`config.mk`:
```
export PLATFORM = sky130hd
export DESIGN_NAME = rob_thread_queue
export DESIGN_NICKNAME = d
export VERILOG_FILES = /design/src/design/rob_types_pkg.sv /design/src/design/rob_thread_queue.sv
export SDC_FILE = /design/constraint.sdc
export NUM_CORES = 2
export LEC_CHECK = 0
export BUFFER_PORTS_ARGS = -buffer_cell sky130_fd_sc_hd__buf_4
export CAP_MARGIN = 15
export CORE_MARGIN = 5
export CORE_UTILIZATION = 63
export DETAILED_ROUTE_END_ITERATION = 10
export PLACE_DENSITY = 0.84
export SYNTH_ARGS = -nofsm -noshare
export SYNTH_HDL_FRONTEND = slang
export SYNTH_SLANG_ARGS = --single-unit
export TNS_END_PERCENT = 1
```
`constraint.sdc`:
```
create_clock -name clock -period 6.13 [get_ports clock]
set_input_delay 0.3065 -clock clock [delete_from_list [all_inputs] [get_ports clock]]
set_output_delay 0.3065 -clock clock [all_outputs]
set_load 0.05 [all_outputs]
```
`src/design/rob_types_pkg.sv`:
```
// entry field types and the default queue depth for the reorder buffer
`default_nettype none

package rob_types_pkg;

	typedef logic [63:0] pc_t;		// instruction and branch target pc
	typedef logic [4:0] arch_reg_t;		// architected register number
	typedef logic [5:0] phys_reg_t;		// 64 physical registers

	// entries per thread, a power of two and at least 4
	localparam int default_rob_depth = 16;

endpackage

`default_nettype wire

```
`src/design/rob_thread_queue.sv`:
```
// circular entry queue of one thread with completion marking and flush
`timescale 1ns/10ps
`default_nettype none

module rob_thread_queue #(
	parameter int ROB_DEPTH = 16,
	parameter int THREAD_ID = 0		// tag thread bit this queue answers to
) (
	input wire clock,
	input wire reset,
	input wire [1:0] push_count,
	input wire rob_types_pkg::pc_t inst1_pc, inst2_pc,
	input wire rob_types_pkg::arch_reg_t inst1_arn_dest, inst2_arn_dest,
	input wire rob_types_pkg::phys_reg_t inst1_prn_dest, inst2_prn_dest,
	input wire inst1_is_branch, inst2_is_branch,
	input wire fu1_executed, fu2_executed,
	input wire [$clog2(ROB_DEPTH):0] fu1_rob_tag, fu2_rob_tag,
	input wire fu1_mispredict, fu2_mispredict,
	input wire rob_types_pkg::pc_t fu1_target_pc, fu2_target_pc,
	input wire [1:0] pop_count,
	input wire flush,
	output logic [$clog2(ROB_DEPTH)-1:0] tail,
	output logic full,
	output logic head_ready, next_ready,
	output rob_types_pkg::pc_t head_pc, next_pc, head_target_pc, next_target_pc,
	output logic head_is_branch, next_is_branch, head_mispredict, next_mispredict,
	output rob_types_pkg::arch_reg_t head_arn_dest, next_arn_dest,
	output rob_types_pkg::phys_reg_t head_prn_dest, next_prn_dest
);
	import rob_types_pkg::*;

	localparam int IDX_W = $clog2(ROB_DEPTH);
	localparam int CNT_W = IDX_W + 1;	// occupancy reaches ROB_DEPTH

	logic [IDX_W-1:0] head;
	logic [IDX_W-1:0] head_plus1;
	logic [IDX_W-1:0] tail_plus1;
	logic [IDX_W-1:0] pop_head;		// head after this cycle's retirement
	logic [CNT_W-1:0] count;
	logic [ROB_DEPTH-1:0] valid;
	logic [ROB_DEPTH-1:0] executed;
	logic [ROB_DEPTH-1:0] mispredict;
	logic [ROB_DEPTH-1:0] is_branch;
	pc_t pc_q [ROB_DEPTH];
	pc_t target_q [ROB_DEPTH];
	arch_reg_t arn_q [ROB_DEPTH];
	phys_reg_t prn_q [ROB_DEPTH];
	logic fu1_hit;
	logic fu2_hit;

	assign head_plus1 = head + 1'b1;
	assign tail_plus1 = tail + 1'b1;
	assign pop_head = head + IDX_W'(pop_count);

	// completions for the other thread or for dead entries fall through
	assign fu1_hit = fu1_executed && (fu1_rob_tag[IDX_W] == 1'(THREAD_ID))
		&& valid[fu1_rob_tag[IDX_W-1:0]];
	assign fu2_hit = fu2_executed && (fu2_rob_tag[IDX_W] == 1'(THREAD_ID))
		&& valid[fu2_rob_tag[IDX_W-1:0]];

	assign full = count > CNT_W'(ROB_DEPTH - 2);	// fewer than two free

	always_ff @(posedge clock)
	begin
		if (reset)
		begin
			head <= '0;
			tail <= '0;
			count <= '0;
		end
		else
		begin
			head <= pop_head;
			if (flush)
			begin
				tail <= pop_head;	// drop everything younger than the branch
				count <= '0;
			end
			else
			begin
				tail <= tail + IDX_W'(push_count);
				count <= count + CNT_W'(push_count) - CNT_W'(pop_count);
			end
		end
	end

	// entry status
	always_ff @(posedge clock)
	begin
		if (reset || flush)
		begin
			valid <= '0;
			executed <= '0;
		end
		else
		begin
			if (pop_count != 2'd0)
				valid[head] <= 1'b0;
			if (pop_count == 2'd2)
				valid[head_plus1] <= 1'b0;
			if (push_count != 2'd0)
			begin
				valid[tail] <= 1'b1;
				executed[tail] <= 1'b0;
			end
			if (push_count == 2'd2)
			begin
				valid[tail_plus1] <= 1'b1;
				executed[tail_plus1] <= 1'b0;
			end
			if (fu1_hit)
				executed[fu1_rob_tag[IDX_W-1:0]] <= 1'b1;
			if (fu2_hit)
				executed[fu2_rob_tag[IDX_W-1:0]] <= 1'b1;
		end
	end

	// entry payload
	always_ff @(posedge clock)
	begin
		if (push_count != 2'd0)
		begin
			pc_q[tail] <= inst1_pc;
			arn_q[tail] <= inst1_arn_dest;
			prn_q[tail] <= inst1_prn_dest;
			is_branch[tail] <= inst1_is_branch;
		end
		if (push_count == 2'd2)
		begin
			pc_q[tail_plus1] <= inst2_pc;
			arn_q[tail_plus1] <= inst2_arn_dest;
			prn_q[tail_plus1] <= inst2_prn_dest;
			is_branch[tail_plus1] <= inst2_is_branch;
		end
		if (fu1_hit)
		begin
			mispredict[fu1_rob_tag[IDX_W-1:0]] <= fu1_mispredict;
			target_q[fu1_rob_tag[IDX_W-1:0]] <= fu1_target_pc;
		end
		if (fu2_hit)
		begin
			mispredict[fu2_rob_tag[IDX_W-1:0]] <= fu2_mispredict;
			target_q[fu2_rob_tag[IDX_W-1:0]] <= fu2_target_pc;
		end
	end

	assign head_ready = valid[head] && executed[head];
	assign head_pc = pc_q[head];
	assign head_target_pc = target_q[head];
	assign head_is_branch = is_branch[head];
	assign head_mispredict = mispredict[head];
	assign head_arn_dest = arn_q[head];
	assign head_prn_dest = prn_q[head];

	assign next_ready = valid[head_plus1] && executed[head_plus1];
	assign next_pc = pc_q[head_plus1];
	assign next_target_pc = target_q[head_plus1];
	assign next_is_branch = is_branch[head_plus1];
	assign next_mispredict = mispredict[head_plus1];
	assign next_arn_dest = arn_q[head_plus1];
	assign next_prn_dest = prn_q[head_plus1];

	// dispatch side must respect the full flag
	a_no_push_full: assert property (@(posedge clock) disable iff (reset)
		full |-> push_count == 2'd0);

	// commit selection may only retire executed entries
	a_pop_ready: assert property (@(posedge clock) disable iff (reset)
		pop_count <= 2'(head_ready) + 2'(head_ready && next_ready));

	a_count_bound: assert property (@(posedge clock) disable iff (reset)
		count <= CNT_W'(ROB_DEPTH));

endmodule

`default_nettype wire

```
==> key figures <==
Setup path
  • Crit path max-delay family: buffers and inverters
  • CP max stage cell: ha_4
  • CP Cell Sequence: inv_1, ha_4, buf_12, buf_4, mux4_2, mux4_2, buf_4
  • Data required time of the worst path: 5.82 ns
  • WP buf/inv: 4
  • Critical Path Source Type: register
  • Largest stage delay on the critical path: between 1 and 1.5 ns
  • CP endpoint kind: output port
  • CP Max Fanout: 45
  • Kind of critical path: reg -> out
  • WP data arrival: about 5.1 ns

Clocking
  • Longest Clk Path Bufs: 3
  • Clock buffer count from CTS: 238
  • Post-CTS Setup Inserts: 0
  • Post_cts resized: 0
  • Clock Pin Slew Worst Setup and Hold Paths: around 0.060 ns
  • CTS tree: built
  • CTS sink cnt: 2,301
  • H-Tree Depth: 4
  • Clock latency on the worst-skew pair: about 0.9 ns
  • Clock root buffer: clkbuf_16

Placed design
  • GPL Wtd Cong: between 0.8 and 0.9
  • DP Worst Slack: 1.66 ns
  • Post-detailed-placement half-perimeter wirelength: about 220 mm
  • # port buffers: 589

Worst hold path
  • Worst hold path class: in -> reg

Drt
  • DRC Markers: 0
  • Final WL: 408 mm
  • 1st-pass router iterations: 8
  • Vias per cell: 7.61
  • Antenna viol nets, final: 0
  • Via count: roughly 84,000
  • Wire length per cell: around 37 µm
  • Initial DRC count: 12,600

Floorplanning
  • Die extent in y: roughly 470 µm
  • Initial core utilization: 0.632
  • # rows: approximately 170
  • Die ar.: 0.219 mm²
  • I/O Pins: just under 600
  • Total core area: approximately 0.21 mm²
  • Die Wd: approximately 470 µm

Power and ir drop
  • Worst vdd ir: ~0.33 mV
  • Leakage power: 48.4 nW
  • PD cells: around 300 mW/mm²

STA
  • Slew @ Worst Pin: about 1.3 ns
  • Fin crit period: roughly 5.4 ns
  • Slew Viols, Final: 0
  • Finish-stage setup viols: 0
  • Post-route setup TNS: 0 ns
  • Slew headroom: 0.150
  • Crit share post-route: 0.878
  • RSZ-0062 raised after global routing: false
  • Clock skew: 0.0403 ns
  • F_max: approximately 0.19 GHz
  • Setup WS post-layout: around 0.75 ns
  • Final hold violation count: 0

Logic synthesis
  • Post-Syn Instances: approximately 7,400
  • Async S/R FF share, synth: 0
  • Flops & latches, synth: approximately 2,300
  • Yosys warns: 0
  • Yosys top cell by area: edfxtp_1
  • Top_reg_cell synth: edfxtp_1
  • Mean post-synth cell area: about 18 µm²
  • Sequential share of the synthesized area: 0.517
  • Post-synth EDFFs: approximately 2,200
  • Share of the synthesized area in the top cell type: 0.506
  • Most numerous cell in the Yosys netlist: edfxtp_1
  • Top post-synthesis cells by area: edfxtp_1, mux4_2, mux2_2, mux2_1, buf_2
  • Cell Area, Synth: 0.132 mm²
  • Syn Nets: around 7,800
  • Yosys cell types: 63
  • Synth top cells by count: edfxtp_1, mux4_2, mux2_2

Finish
  • Layout cell share with drive strength beyond 1: 0.476
  • Area used by multi-input combinational logic: between 0.05 and 0.06 mm²
  • Final core occ: 0.716
  • # fillers: 12,400
  • Register Area: just under 0.07 mm²
  • # nets final: between 8,000 and 9,000
  • Area added between synthesis and finish: 13.4%

Outcome
  • Outcome: finished clean

Flow run
  • Max Cap Violations: 0

GRT
  • Largest net degree at the start of global routing: approximately 170
  • Routing usage on met3: 0.100
  • Gr ovfl total: 0
  • Initial antenna violation count: about 50
  • Global-route track usage on met1: 0.484
  • Tot GR Track Use: 0.371
  • Met2 Track Usage GR: 0.581
  • Most Crowded Layer GR: met2
  • Number of global-route vias before repair: 84,700
  • First-pass GRT wire length: about 590 mm
[layout by cell type (no fill, tap or decap), types with 7 or more instances in the layout]
cell type and count:
mux4_2 1412, clkbuf_1 65, diode_2 50, clkinv_2 36
inv_6 8, clkbuf_16 241, nor3_1 7, nor2_1 53
nor2_4 17, a21oi_1 37, nand2_4 21, mux2_2 1340
mux2_1 817, nor2b_1 16, edfxtp_1 2224, dlygate4sd3_1 434
nand2_1 272, o21a_1 15, clkinv_1 45, buf_4 697
inv_1 27, nand2b_1 7, clkbuf_8 8, ha_1 14
nand3_1 17, dfxtp_1 73, mux2i_1 24, a221oi_1 7
o21ai_0 34, buf_12 33, a31oi_1 12, bufinv_16 13
[per-stage QoR]
step | power, mW | hold slack, ns | std cells | instance area [µm²]
global placement | 29.5 | 0.473 | 10100 | 138000
finish | 44.1 | 0.0651 | 11000 | 150000
global route | 45.2 | 0.0561 | 11000 | 150000
floorplan | 26.5 | 0.373 | 7433 | 132000
detailed placement | 29.7 | 0.471 | 10100 | 138000
CTS | 44.0 | 0.000461 | 11000 | 150000
[cell type report]
class | instances | share of cell area
Sequential cell | 2301 | 0.456
Multi-Input combinational cell | 4213 | 0.400
Antenna cell | 50 | 0.000835
Inverter | 39 | 0.00123
Clock buffer | 316 | 0.0427
Timing Repair Buffer | 1164 | 0.0683
Clock inverter | 115 | 0.00718
Tap cell | 2805 | 0.0234
[timing repair]
item	CTS	global route
hold buffers	434	0
hold endpoints to repair	2279	0
setup endpoints to repair	0	0
[per-layer routing]
layer	share of wire	up-vias
met5	0.00030	-
met4	0.057	20
met3	0.13	1305
met2	0.47	7195
met1	0.34	43200
li1	-	32000
[worst paths after layout]
path,startpoint,endpoint,slack [ns],depth (start not counted)
setup / recovery,head[1],next_target_pc[48],0.75,7
setup reg to reg,tail[1],pc_q[8][1],1.86,5
hold / removal,push_count[1],is_branch[6],0.07,4
hold reg to reg,executed[0],executed[0],0.49,2
[flip-flops by register name, summed over array words and instances, names as in the netlist]
signal and flops:
count 5, prn_q 96, pc_q 1024, is_branch 16, head 4, target_q 1024
tail 4, valid 16, mispredict 16, arn_q 80, executed 16
[cells by family after synthesis]
family | Yosys count | share of synthesized area
DFF | 2301 | 0.517
adders and majority gates | 19 | 0.00203
xor gates and xnor gates | 10 | 0.000720
muxes | 3593 | 0.426
buffers and inverters | 919 | 0.0324
and+or+nand+nor | 457 | 0.0149
AOI/OAI and AO/OA | 134 | 0.00643
[worst register-to-register path: cells and delay by family, from the launching register on]
family	cells	cell delay, ns
buf+inv	2	1.50
flops	1	0.71
mux	1	0.45
simple gates	2	1.35
[where the power goes]
part           total (mW)  switching [mW]  internal, mW  leakage, nW
logic                11.8            6.79          4.99         24.0
registers            18.1           0.291          17.8         20.7
clock network        14.2            6.36          7.86         3.65
Note: power is estimated with default switching activity, not from simulation.
