### src/design/rob_ctrl_pkg.sv
// commit pattern and dispatch slot selection enums
`default_nettype none

package rob_ctrl_pkg;

	// which heads retire this cycle, slot 1 first
	typedef enum logic [2:0] {
		commit_none,
		commit_t1_one,
		commit_t1_pair,
		commit_t1_t2,		// mixed pair, thread 1 in slot 1
		commit_t2_one,
		commit_t2_pair
	} commit_sel_e;

	// encoded as the number of loaded slots
	typedef enum logic [1:0] {
		dispatch_none = 2'd0,
		dispatch_one = 2'd1,
		dispatch_pair = 2'd2
	} dispatch_sel_e;

endpackage

`default_nettype wire

### src/design/rob_types_pkg.sv
// entry field types and the default queue depth for the reorder buffer
`default_nettype none

package rob_types_pkg;

	typedef logic [63:0] pc_t;		// instruction and branch target pc
	typedef logic [4:0] arch_reg_t;		// architected register number
	typedef logic [5:0] phys_reg_t;		// 64 physical registers

	// entries per thread, a power of two and at least 4
	localparam int default_rob_depth = 16;

endpackage

`default_nettype wire

### src/design/rob_control.sv
// dispatch tag return, commit pattern selection and commit output muxing
`timescale 1ns/10ps
`default_nettype none

module rob_control #(
	parameter int ROB_DEPTH = 16
) (
	input wire is_thread1,
	input wire inst1_load, inst2_load,
	input wire [$clog2(ROB_DEPTH)-1:0] t1_tail, t2_tail,
	input wire t1_queue_full, t2_queue_full,
	input wire t1_head_ready, t1_next_ready, t2_head_ready, t2_next_ready,
	input wire rob_types_pkg::pc_t t1_head_pc, t1_next_pc, t2_head_pc, t2_next_pc,
	input wire rob_types_pkg::pc_t t1_head_target_pc, t1_next_target_pc,
	input wire rob_types_pkg::pc_t t2_head_target_pc, t2_next_target_pc,
	input wire t1_head_is_branch, t1_next_is_branch, t2_head_is_branch, t2_next_is_branch,
	input wire t1_head_mispredict, t1_next_mispredict,
	input wire t2_head_mispredict, t2_next_mispredict,
	input wire rob_types_pkg::arch_reg_t t1_head_arn_dest, t1_next_arn_dest,
	input wire rob_types_pkg::arch_reg_t t2_head_arn_dest, t2_next_arn_dest,
	input wire rob_types_pkg::phys_reg_t t1_head_prn_dest, t1_next_prn_dest,
	input wire rob_types_pkg::phys_reg_t t2_head_prn_dest, t2_next_prn_dest,
	output logic [$clog2(ROB_DEPTH):0] inst1_rob_tag, inst2_rob_tag,
	output logic [1:0] t1_push_count, t2_push_count, t1_pop_count, t2_pop_count,
	output logic t1_flush, t2_flush,
	output logic commit1_valid, commit2_valid,
	output rob_types_pkg::pc_t commit1_pc, commit2_pc, commit1_target_pc, commit2_target_pc,
	output logic commit1_is_branch, commit2_is_branch,
	output logic commit1_mispredict, commit2_mispredict,
	output rob_types_pkg::arch_reg_t commit1_arn_dest, commit2_arn_dest,
	output rob_types_pkg::phys_reg_t commit1_prn_dest, commit2_prn_dest,
	output logic commit1_is_thread1, commit2_is_thread1,
	output logic t1_full, t2_full
);
	import rob_ctrl_pkg::*;

	localparam int IDX_W = $clog2(ROB_DEPTH);

	dispatch_sel_e disp;
	commit_sel_e sel;
	logic [IDX_W-1:0] sel_tail;
	logic [IDX_W-1:0] sel_tail_plus1;
	logic c1_t2;		// slot 1 comes from thread 2
	logic c2_t2;		// slot 2 comes from thread 2
	logic c1_bad;
	logic c2_bad;

	// inst2 never loads alone
	always_comb
	begin
		if (inst1_load && inst2_load)
			disp = dispatch_pair;
		else if (inst1_load)
			disp = dispatch_one;
		else
			disp = dispatch_none;
	end

	assign sel_tail = is_thread1 ? t1_tail : t2_tail;
	assign sel_tail_plus1 = sel_tail + 1'b1;
	assign inst1_rob_tag = (disp != dispatch_none) ? {!is_thread1, sel_tail} : '0;
	assign inst2_rob_tag = (disp == dispatch_pair) ? {!is_thread1, sel_tail_plus1} : '0;
	assign t1_push_count = is_thread1 ? disp : 2'd0;
	assign t2_push_count = is_thread1 ? 2'd0 : disp;

	// thread 1 goes first and a mispredicted head never pairs with its own successor
	always_comb
	begin
		sel = commit_none;
		if (t1_head_ready)
		begin
			if (t1_next_ready && !(t1_head_is_branch && t1_head_mispredict))
				sel = commit_t1_pair;
			else if (t2_head_ready)
				sel = commit_t1_t2;
			else
				sel = commit_t1_one;
		end
		else if (t2_head_ready)
		begin
			if (t2_next_ready && !(t2_head_is_branch && t2_head_mispredict))
				sel = commit_t2_pair;
			else
				sel = commit_t2_one;
		end
	end

	always_comb
	begin
		case (sel)
			commit_t1_one, commit_t1_t2:
			begin
				t1_pop_count = 2'd1;
				t2_pop_count = (sel == commit_t1_t2) ? 2'd1 : 2'd0;
			end
			commit_t1_pair:
			begin
				t1_pop_count = 2'd2;
				t2_pop_count = 2'd0;
			end
			commit_t2_one:
			begin
				t1_pop_count = 2'd0;
				t2_pop_count = 2'd1;
			end
			commit_t2_pair:
			begin
				t1_pop_count = 2'd0;
				t2_pop_count = 2'd2;
			end
			default:
			begin
				t1_pop_count = 2'd0;
				t2_pop_count = 2'd0;
			end
		endcase
	end

	assign c1_t2 = (sel == commit_t2_one) || (sel == commit_t2_pair);
	assign c2_t2 = (sel == commit_t1_t2) || (sel == commit_t2_pair);
	assign commit1_valid = sel != commit_none;
	assign commit2_valid = (sel == commit_t1_pair) || c2_t2;

	assign commit1_pc = c1_t2 ? t2_head_pc : t1_head_pc;
	assign commit1_target_pc = c1_t2 ? t2_head_target_pc : t1_head_target_pc;
	assign commit1_is_branch = c1_t2 ? t2_head_is_branch : t1_head_is_branch;
	assign commit1_mispredict = c1_t2 ? t2_head_mispredict : t1_head_mispredict;
	assign commit1_arn_dest = c1_t2 ? t2_head_arn_dest : t1_head_arn_dest;
	assign commit1_prn_dest = c1_t2 ? t2_head_prn_dest : t1_head_prn_dest;
	assign commit1_is_thread1 = !c1_t2;

	// slot 2 is t1 next, t2 head in a mixed pair, or t2 next
	assign commit2_pc = !c2_t2 ? t1_next_pc :
		(sel == commit_t2_pair) ? t2_next_pc : t2_head_pc;
	assign commit2_target_pc = !c2_t2 ? t1_next_target_pc :
		(sel == commit_t2_pair) ? t2_next_target_pc : t2_head_target_pc;
	assign commit2_is_branch = !c2_t2 ? t1_next_is_branch :
		(sel == commit_t2_pair) ? t2_next_is_branch : t2_head_is_branch;
	assign commit2_mispredict = !c2_t2 ? t1_next_mispredict :
		(sel == commit_t2_pair) ? t2_next_mispredict : t2_head_mispredict;
	assign commit2_arn_dest = !c2_t2 ? t1_next_arn_dest :
		(sel == commit_t2_pair) ? t2_next_arn_dest : t2_head_arn_dest;
	assign commit2_prn_dest = !c2_t2 ? t1_next_prn_dest :
		(sel == commit_t2_pair) ? t2_next_prn_dest : t2_head_prn_dest;
	assign commit2_is_thread1 = !c2_t2;

	assign c1_bad = commit1_valid && commit1_is_branch && commit1_mispredict;
	assign c2_bad = commit2_valid && commit2_is_branch && commit2_mispredict;
	assign t1_flush = (c1_bad && !c1_t2) || (c2_bad && !c2_t2);
	assign t2_flush = (c1_bad && c1_t2) || (c2_bad && c2_t2);

	assign t1_full = t1_queue_full;
	assign t2_full = t2_queue_full;

	// the dispatch side loads slot 2 only together with slot 1
	always_comb
	begin
		a_load_order: assert final (!inst2_load || inst1_load)
			else $error("inst2 loaded without inst1");
	end

endmodule

`default_nettype wire

### config.mk
export PLATFORM = sky130hd
export DESIGN_NAME = rob_control
export DESIGN_NICKNAME = d
export VERILOG_FILES = /design/src/design/rob_ctrl_pkg.sv /design/src/design/rob_types_pkg.sv /design/src/design/rob_control.sv
export SDC_FILE = /design/constraint.sdc
export NUM_CORES = 1
export LEC_CHECK = 0
export ABC_AREA = 1
export BUFFER_PORTS_ARGS = -buffer_cell sky130_fd_sc_hd__buf_2
export CORE_AREA = 2 2 348 350
export DETAILED_ROUTE_END_ITERATION = 16
export DIE_AREA = 0 0 350 352
export GPL_TIMING_DRIVEN = 0
export RECOVER_POWER = 100
export REMOVE_ABC_BUFFERS = 1
export SLEW_MARGIN = 10
export SYNTH_ARGS = -nofsm -noshare
export SYNTH_HDL_FRONTEND = slang
export SYNTH_SLANG_ARGS = --single-unit
### constraint.sdc
create_clock -name vclk -period 1.6
set_input_delay 0.16 -clock vclk [all_inputs]
set_output_delay 0.16 -clock vclk [all_outputs]
set_load 0.01 [all_outputs]
==> impl_metrics.yaml, run 1 <==
logic_synthesis:
  synthDistinctLibCells: 21
  yosysMostFrequentCell: "nand2_1"
  synth-warning-count: 0
  synth_commonest_cells: "nand2_1, o21ai_0, inv_1"
  synth_top_cell_by_area: "nand2_1"
  yosysSeqAreaShare: 0
  yosys-top-cells-area: "nand2_1, o21ai_0, inv_1"
  netlist_instances: 1144
  synth_top_area_share: 0.340
  postSynthAreaPerCell_um2: 4.38
  synth.cell_area_um2: 5020
finish:
  final_area_um2: 16600
  areaGrowthSynthToFinish_pct: 231
  final_util: 0.139
  final-seq-area_um2: 0
  multi_input_area_um2: 6040
  seq_cells: 0
  fin_nets: 2660
  n_fill_cell: 13700
  n_clock_buffer: 0
  drive_gt1_frac: 0.649
placement:
  dp_hpwl_um: 81700
  placed_area_um2: 11100
  place_congestion: 0.962
  portBuffers: 885
sta:
  period_needed_ns: 1.93
  finalSetupViolations: 168
  hold_violations: 0
  max-slew-margin-rel: 0.596
  rsz0062_at_grt: "yes"
  maxSlewViolCount: 0
  worst_pin_slew_ns: 0.605
  min_period_over_period: 1.21
  setup_ws_ns: -0.332
  timing.fmax_ghz: 0.518
power:
  seq_power_share: 0
  switching_share: 0.599
  power_density_nw_per_um2: 409
  power.switching_mw: 4.07
  ir_drop_mv: 0.150
  power.internal_mw: 2.73
  power.leakage_nw: 8.49
  p_comb_frac: 1.000
  clock_power_share: 0
outcome:
  failed_checks: "negative setup slack"
  status: "complete, but fails checks"
route:
  routedWlPerCell_um: 30.0
  drc_errors: 0
  detail-route-antenna-nets: 0
  vias: 13500
  drt_wl_total_um: 111000
  drt_pass1_iterations: 7
  drt_iter0_drc: 1597
  via_per_inst: 3.63
die:
  die-width_um: 350
  die-height_um: 352
  ios: 889
  initial_core_util: 0.0420
  core_um2: 119000
  dieArea_um2: 123000
  row_count: 127
global_routing:
  grt_pass1_vias: 11800
  grt_max_degree: 59
  grt_usage: 0.164
  grt_antenna_before_repair: 87
  grt_pass1_wl_um: 129000
  grt_overflow_total: 0
worst_setup_path:
  cp_max_fo: 12
  arrival_ns: 1.77
  cp-end-kind: "output pin"
  required_ns: 1.44
  path_class: "in2out"
  critPathLaunchType: "primary input"
clock_network:
  hold_buffers: 0
run:
  cap_violations: 0
hold_path:
  hold_path.class: "in2out"
==> metal layers <==
metal  track usage  wire (µm)  up-vias
met1         0.183      39800     6237
met4        0.0289       3120       24
li1              -          -     5604
met2         0.246      47100     1333
met5             0        206        -
met3         0.126      21200      267
==> cell type report <==
cell class	count	share of cell area
Multi-Input combinational cell	908	0.364
Timing Repair Buffer	1005	0.455
Tap cell	1612	0.121
Inverter	145	0.0343
Timing Repair inverter	18	0.0224
Antenna cell	26	0.00391
==> through the flow <==
stage | std cells | hold slack (ns) | TNS [ns] | power (mW) | setup slack [ns]
floorplan | 1048 | 0.320 | -908.67 | 1.44 | -4.07
global placement | 3545 | 0.320 | -1530.51 | 4.32 | -6.49
detailed placement | 3551 | 0.320 | -239.48 | 4.27 | -2.24
CTS | 3656 | 0.320 | -22.07 | 6.19 | -0.268
global route | 3693 | 0.320 | -36.98 | 7.25 | -0.331
finish | 3714 | 0.320 | -30.41 | 6.79 | -0.332
==> repair_timing <==
action                                  CTS  global route
setup buffers                            48            22
pin swaps                                43            66
endpoints found under the setup margin  277           233
cloned                                   57            13
gates resized for setup                 684           361
==> final timing paths <==
check	from	to	slack, ns	cells past startpoint
setup / recovery	t1_head_ready	commit2_target_pc[30]	-0.33	9
hold / removal	t1_queue_full	t1_full	0.32	0
==> kinds of logic (layout without fill, tap and decap cells) <==
logic type,Yosys count,after routing,share of synthesized area
buffers and inverters,241,1168,0.207
AOI/OAI and AO/OA,417,417,0.417
muxes,1,1,0.00200
adders and majority gates,1,1,0.00249
other,0,26,0
xor gates and xnor gates,1,1,0.00175
and+or+nand+nor,483,488,0.370
==> cell usage in the layout (no fill, tap or decap), drive strengths merged <==
cell | Yosys | routed
nor3b | 1 | 1
clkbuf | 45 | 20
nand3 | 10 | 13
xnor2 | 1 | 1
inv | 145 | 158
o21ai | 409 | 409
nand2 | 455 | 457
clkinv | 0 | 4
bufbuf | 0 | 1
ha | 1 | 1
mux2i | 1 | 1
a31oi | 4 | 4
a21oi | 4 | 4
nor3 | 2 | 2
nor2 | 15 | 15
diode | 0 | 26
clkinvlp | 0 | 1
buf | 51 | 984
==> worst max-delay path: stages <==
cell,delay (ns)
buf_12,0.11
nor2_4,0.14
nand3_4,0.12
buf_16,0.19
buf_16,0.18
buf_16,0.16
o21ai_0,0.38
o21ai_1,0.11
buf_4,0.19
==> power by group through the flow <==
stage / sequential [mW] / clock [mW] / combinational, mW
finish: 0 / 0.00000129 / 6.79
global route: 0 / 0.000000420 / 7.25
CTS: 0 / 0 / 6.19
detailed placement: 0 / 0 / 4.27
global placement: 0 / 0 / 4.32
floorplan: 0 / 0 / 1.44
Note: power is estimated with default switching activity, not from simulation.
==> inputs of run 2 (changes only) <==
--- a/config.mk
+++ b/config.mk
@@ -6,7 +6,7 @@
 export NUM_CORES = 1
 export LEC_CHECK = 0
 export ABC_AREA = 1
-export BUFFER_PORTS_ARGS = -buffer_cell sky130_fd_sc_hd__buf_2
+export BUFFER_PORTS_ARGS = -buffer_cell sky130_fd_sc_hd__clkbuf_2
 export CORE_AREA = 2 2 348 350
 export DETAILED_ROUTE_END_ITERATION = 16
 export DIE_AREA = 0 0 350 352
==> run 2 against run 1 <==
Net effect:
- worst hold slack unchanged
- the flow still finishes with violations (negative setup slack)
- largest power group unchanged
- sequential share of layout area unchanged
- wire length decreased by 11%
- combinational power decreased by 21%
- count of clock-buffer cells in the layout unchanged
- first-iteration DRC count decreased by 18%
- non-clock buffer count decreased by 55
- setup slack improved by 0.081 ns
==> impl_metrics.yaml, run 2 (synthesized netlist as in run 1, its figures left out) <==
outcome:
  status: "complete, but fails checks"
  failed_checks: "negative setup slack"
worst_setup_path:
  arrival_ns: 1.69
  crit_chain: "clkbuf_2 -> nand2_4 -> nand3_4 -> buf_16 -> nand2_8 -> inv_16 -> buf_4 -> nand2_1 -> nand2_1 -> nand3_1 -> nand2_1 -> clkbuf_2"
  required_ns: 1.44
  cp_max_fo: 10
  critPathLaunchType: "primary input"
  slowest_delay_ns: 0.21
  cpMostUsedCell: "nand2_1"
  cp_slowest_cell: "buf_4"
  cp-end-kind: "output pin"
  cp-startpoint: "t2_head_mispredict"
  path_class: "in2out"
finish:
  drive_gt1_frac: 0.539
  seq_cells: 0
  final-seq-area_um2: 0
  layout_commonest_cell: "clkbuf_2"
  multi_input_area_um2: 4800
  layout_common_cells: "clkbuf_2, nand2_1, o21ai_0, inv_1, o21ai_1"
  areaGrowthSynthToFinish_pct: 178
  n_clock_buffer: 0
  fin_nets: 2589
  n_fill_cell: 13900
die:
  dieArea_um2: 123000
  die-width_um: 350
  die-height_um: 352
  ios: 889
  initial_core_util: 0.0420
  core_um2: 119000
  row_count: 127
route:
  detail-route-antenna-nets: 0
  drc_errors: 0
  drt_pass1_iterations: 8
  via_per_inst: 3.40
  drt_iter0_drc: 1306
  drt_wl_total_um: 99200
  routedWlPerCell_um: 27.3
  vias: 12400
global_routing:
  grt_usage: 0.147
  grt_max_degree: 117
  grt_overflow_total: 0
  grt_pass1_wl_um: 116000
  grt_antenna_before_repair: 76
  grt_pass1_vias: 10600
sta:
  timing.fmax_ghz: 0.540
  hold_violations: 0
  min_period_over_period: 1.16
  max-slew-margin-rel: 0.611
  maxSlewViolCount: 0
  setup_ws_ns: -0.251
  period_needed_ns: 1.85
  finalSetupViolations: 168
  worst_pin_slew_ns: 0.583
  rsz0062_at_grt: "yes"
hold_path:
  hold_start: "t1_queue_full"
  hold_path.class: "in2out"
power:
  power_density_nw_per_um2: 386
  total_power_mw: 5.37
  power.leakage_nw: 7.65
  ir_drop_mv: 0.134
placement:
  place_ws_ns: -2.26
  dp_hpwl_um: 81800
  place_congestion: 0.967
  portBuffers: 885
run:
  cap_violations: 0
## run 2: area by class of cell
type / instances / area share
tap: 1612 / 0.145
antenna: 21 / 0.00377
inverter: 145 / 0.0410
timing repair inverter: 3 / 0.00413
timing repair buffer: 950 / 0.461
multi-input combinational: 907 / 0.345
## run 2: metal layers
layer  routed length [µm]  track usage  vias up
li1                     -            -     5437
met3                20100        0.118      164
met1                34700        0.163     5616
met5                  507            0        -
met4                 1880       0.0158       38
met2                42100        0.224     1110
## run 2: worst max-delay path, delay by kind of cell
kind | cells | cell delay, ns
buf+inv | 5 | 0.82
simple gates | 7 | 0.68
## run 2: metrics by stage
step | utilization | hold slack [ns] | TNS, ns | cell area (µm²) | instances
global placement | 0.0919 | 0.320 | -1533.22 | 11000 | 3545
detailed placement | 0.0934 | 0.320 | -245.74 | 11100 | 3551
global route | 0.116 | 0.320 | -34.85 | 13900 | 3622
CTS | 0.110 | 0.320 | -48.57 | 13200 | 3603
finish | 0.117 | 0.320 | -24.26 | 13900 | 3638
floorplan | - | 0.320 | -908.67 | 4520 | 1048
## run 2: path summary, 6_finish.rpt
kind  endpoint  depth (start not counted)  slack (ns)
min    t1_full                          0        0.32
max   t2_flush                         12       -0.25
## run 2: what timing repair did
item | CTS | global route
setup endpoints to repair | 281 | 268
hold buffers | 0 | 0
pin swaps | 33 | 30
buffers inserted | 21 | 8
gates cloned | 31 | 6
resized for setup | 367 | 241
## run 2: report_power, final
| group | switching (mW) | internal [mW] | leakage, nW |
|---|---|---|---|
| combinational | 3.31 | 2.06 | 7.65 |
| clock | 0 | 0.000000620 | 0.000136 |
| sequential | 0 | 0 | 0 |
| total | 3.31 | 2.06 | 7.65 |
==> inputs of run 3 (changes only) <==
--- a/config.mk
+++ b/config.mk
@@ -11,7 +11,6 @@
 export DETAILED_ROUTE_END_ITERATION = 16
 export DIE_AREA = 0 0 350 352
 export GPL_TIMING_DRIVEN = 0
-export RECOVER_POWER = 100
 export REMOVE_ABC_BUFFERS = 1
 export SLEW_MARGIN = 10
 export SYNTH_ARGS = -nofsm -noshare
==> run 3 against run 2 <==
Net effect:
- the flow still finishes with violations (negative setup slack)
- sequential share of layout area is the same
- flip-flop and latch count is the same
- core utilization is essentially flat
- critical path type unchanged
- critical endpoint unchanged
- largest cell class unchanged
==> impl_metrics.yaml, run 3 (synthesized netlist as in run 1, its figures left out) <==
outcome:
  status: "complete, but fails checks"
  failed_checks: "negative setup slack"
worst_setup_path:
  critPathLaunchType: "primary input"
  cp_slowest_cell: "buf_4"
  arrival_ns: 1.69
  path_class: "in2out"
  required_ns: 1.44
  path_delay_family: "buffers and inverters"
  crit_chain: "clkbuf_2 -> nand2_4 -> nand3_4 -> buf_16 -> nand2_8 -> inv_16 -> buf_4 -> nand2_1 -> nand2_1 -> nand3_1 -> nand2_1 -> clkbuf_2"
  worst-path-buf-inv: 5
  cp-end-kind: "output pin"
  slowest_delay_ns: 0.22
  cp-startpoint: "t2_head_is_branch"
  cp_max_fo: 10
  cpMostUsedCell: "nand2_1"
finish:
  fin_nets: 2589
  n_fill_cell: 13900
  layout_commonest_cell: "clkbuf_2"
  seq_cells: 0
  areaGrowthSynthToFinish_pct: 178
  layout_common_cells: "clkbuf_2, nand2_1, o21ai_0, inv_1, o21ai_1"
  drive_gt1_frac: 0.546
  n_clock_buffer: 0
  final_util: 0.117
  final_area_um2: 13900
  final-seq-area_um2: 0
die:
  row_count: 127
  die-width_um: 350
  die-height_um: 352
  core_um2: 119000
  dieArea_um2: 123000
  ios: 889
  initial_core_util: 0.0420
route:
  drt_pass1_iterations: 6
  drt_wl_total_um: 99300
  routedWlPerCell_um: 27.3
  detail-route-antenna-nets: 0
  drt_iter0_drc: 1361
  via_per_inst: 3.43
  drc_errors: 0
  vias: 12500
power:
  seq_power_share: 0
  switching_share: 0.616
  power.leakage_nw: 7.70
  power_density_nw_per_um2: 386
  ir_drop_mv: 0.135
  clock_power_share: 0
  p_comb_frac: 1.000
  power.switching_mw: 3.32
  total_power_mw: 5.38
  power.internal_mw: 2.07
sta:
  setup_ws_ns: -0.251
  min_period_over_period: 1.16
  rsz0062_at_grt: "yes"
  timing.fmax_ghz: 0.540
  finalSetupViolations: 173
  worst_pin_slew_ns: 0.570
  maxSlewViolCount: 0
  fin_tns_setup_ns: -23.22
  hold_violations: 0
  max-slew-margin-rel: 0.620
  period_needed_ns: 1.85
global_routing:
  grt_max_degree: 117
  grt_antenna_before_repair: 76
  grt_pass1_vias: 10600
  grt_overflow_total: 0
  grt_pass1_wl_um: 116000
  grt_usage: 0.147
placement:
  place_congestion: 0.967
  portBuffers: 885
  place_ws_ns: -2.26
  dp_hpwl_um: 81800
  placed_area_um2: 11100
hold_path:
  hold_path.class: "in2out"
  hold_start: "t1_queue_full"
run:
  cap_violations: 0
-- run 3: timing repair --
item / CTS / global route
hold buffers: 0 / 0
endpoints found under the hold margin: 0 / 0
gates cloned: 31 / 6
endpoints found under the setup margin: 281 / 268
pin swaps: 33 / 30
buffers inserted: 21 / 8
resized for setup: 367 / 241
-- run 3: worst paths after layout --
path              depth (start not counted)  slack (ns)       end
hold / removal                            0        0.32   t1_full
setup / recovery                         12       -0.25  t2_flush
-- run 3: layout make-up --
| type | instances | area, µm² | share of cell area |
|---|---|---|---|
| Antenna cell | 20 | 50.0 | 0.00359 |
| Inverter | 145 | 572 | 0.0410 |
| Multi-Input combinational cell | 907 | 4800 | 0.344 |
| Tap cell | 1612 | 2020 | 0.145 |
| Timing Repair Buffer | 950 | 6450 | 0.462 |
| Timing Repair inverter | 3 | 57.6 | 0.00413 |
-- run 3: power groups by stage --
stage               registers (mW)  logic, mW  clock network, mW
global placement                 0       4.34                  0
CTS                              0       5.15                  0
detailed placement               0       4.28                  0
global route                     0       5.86        0.000000267
finish                           0       5.38        0.000000782
floorplan                        0       1.44                  0
-- run 3: metrics by stage --
step / hold WS [ns] / std cells
floorplan: 0.320 / 1048
global placement: 0.320 / 3545
detailed placement: 0.320 / 3551
CTS: 0.320 / 3603
global route: 0.320 / 3622
finish: 0.320 / 3637
-- run 3: metal layers --
layer | up-vias | GRT usage | share of wire
met2 | 1142 | 0.224 | 0.42
met4 | 38 | 0.0158 | 0.019
met1 | 5682 | 0.163 | 0.35
met5 | - | 0 | 0.0050
met3 | 163 | 0.118 | 0.20
li1 | 5433 | - | -
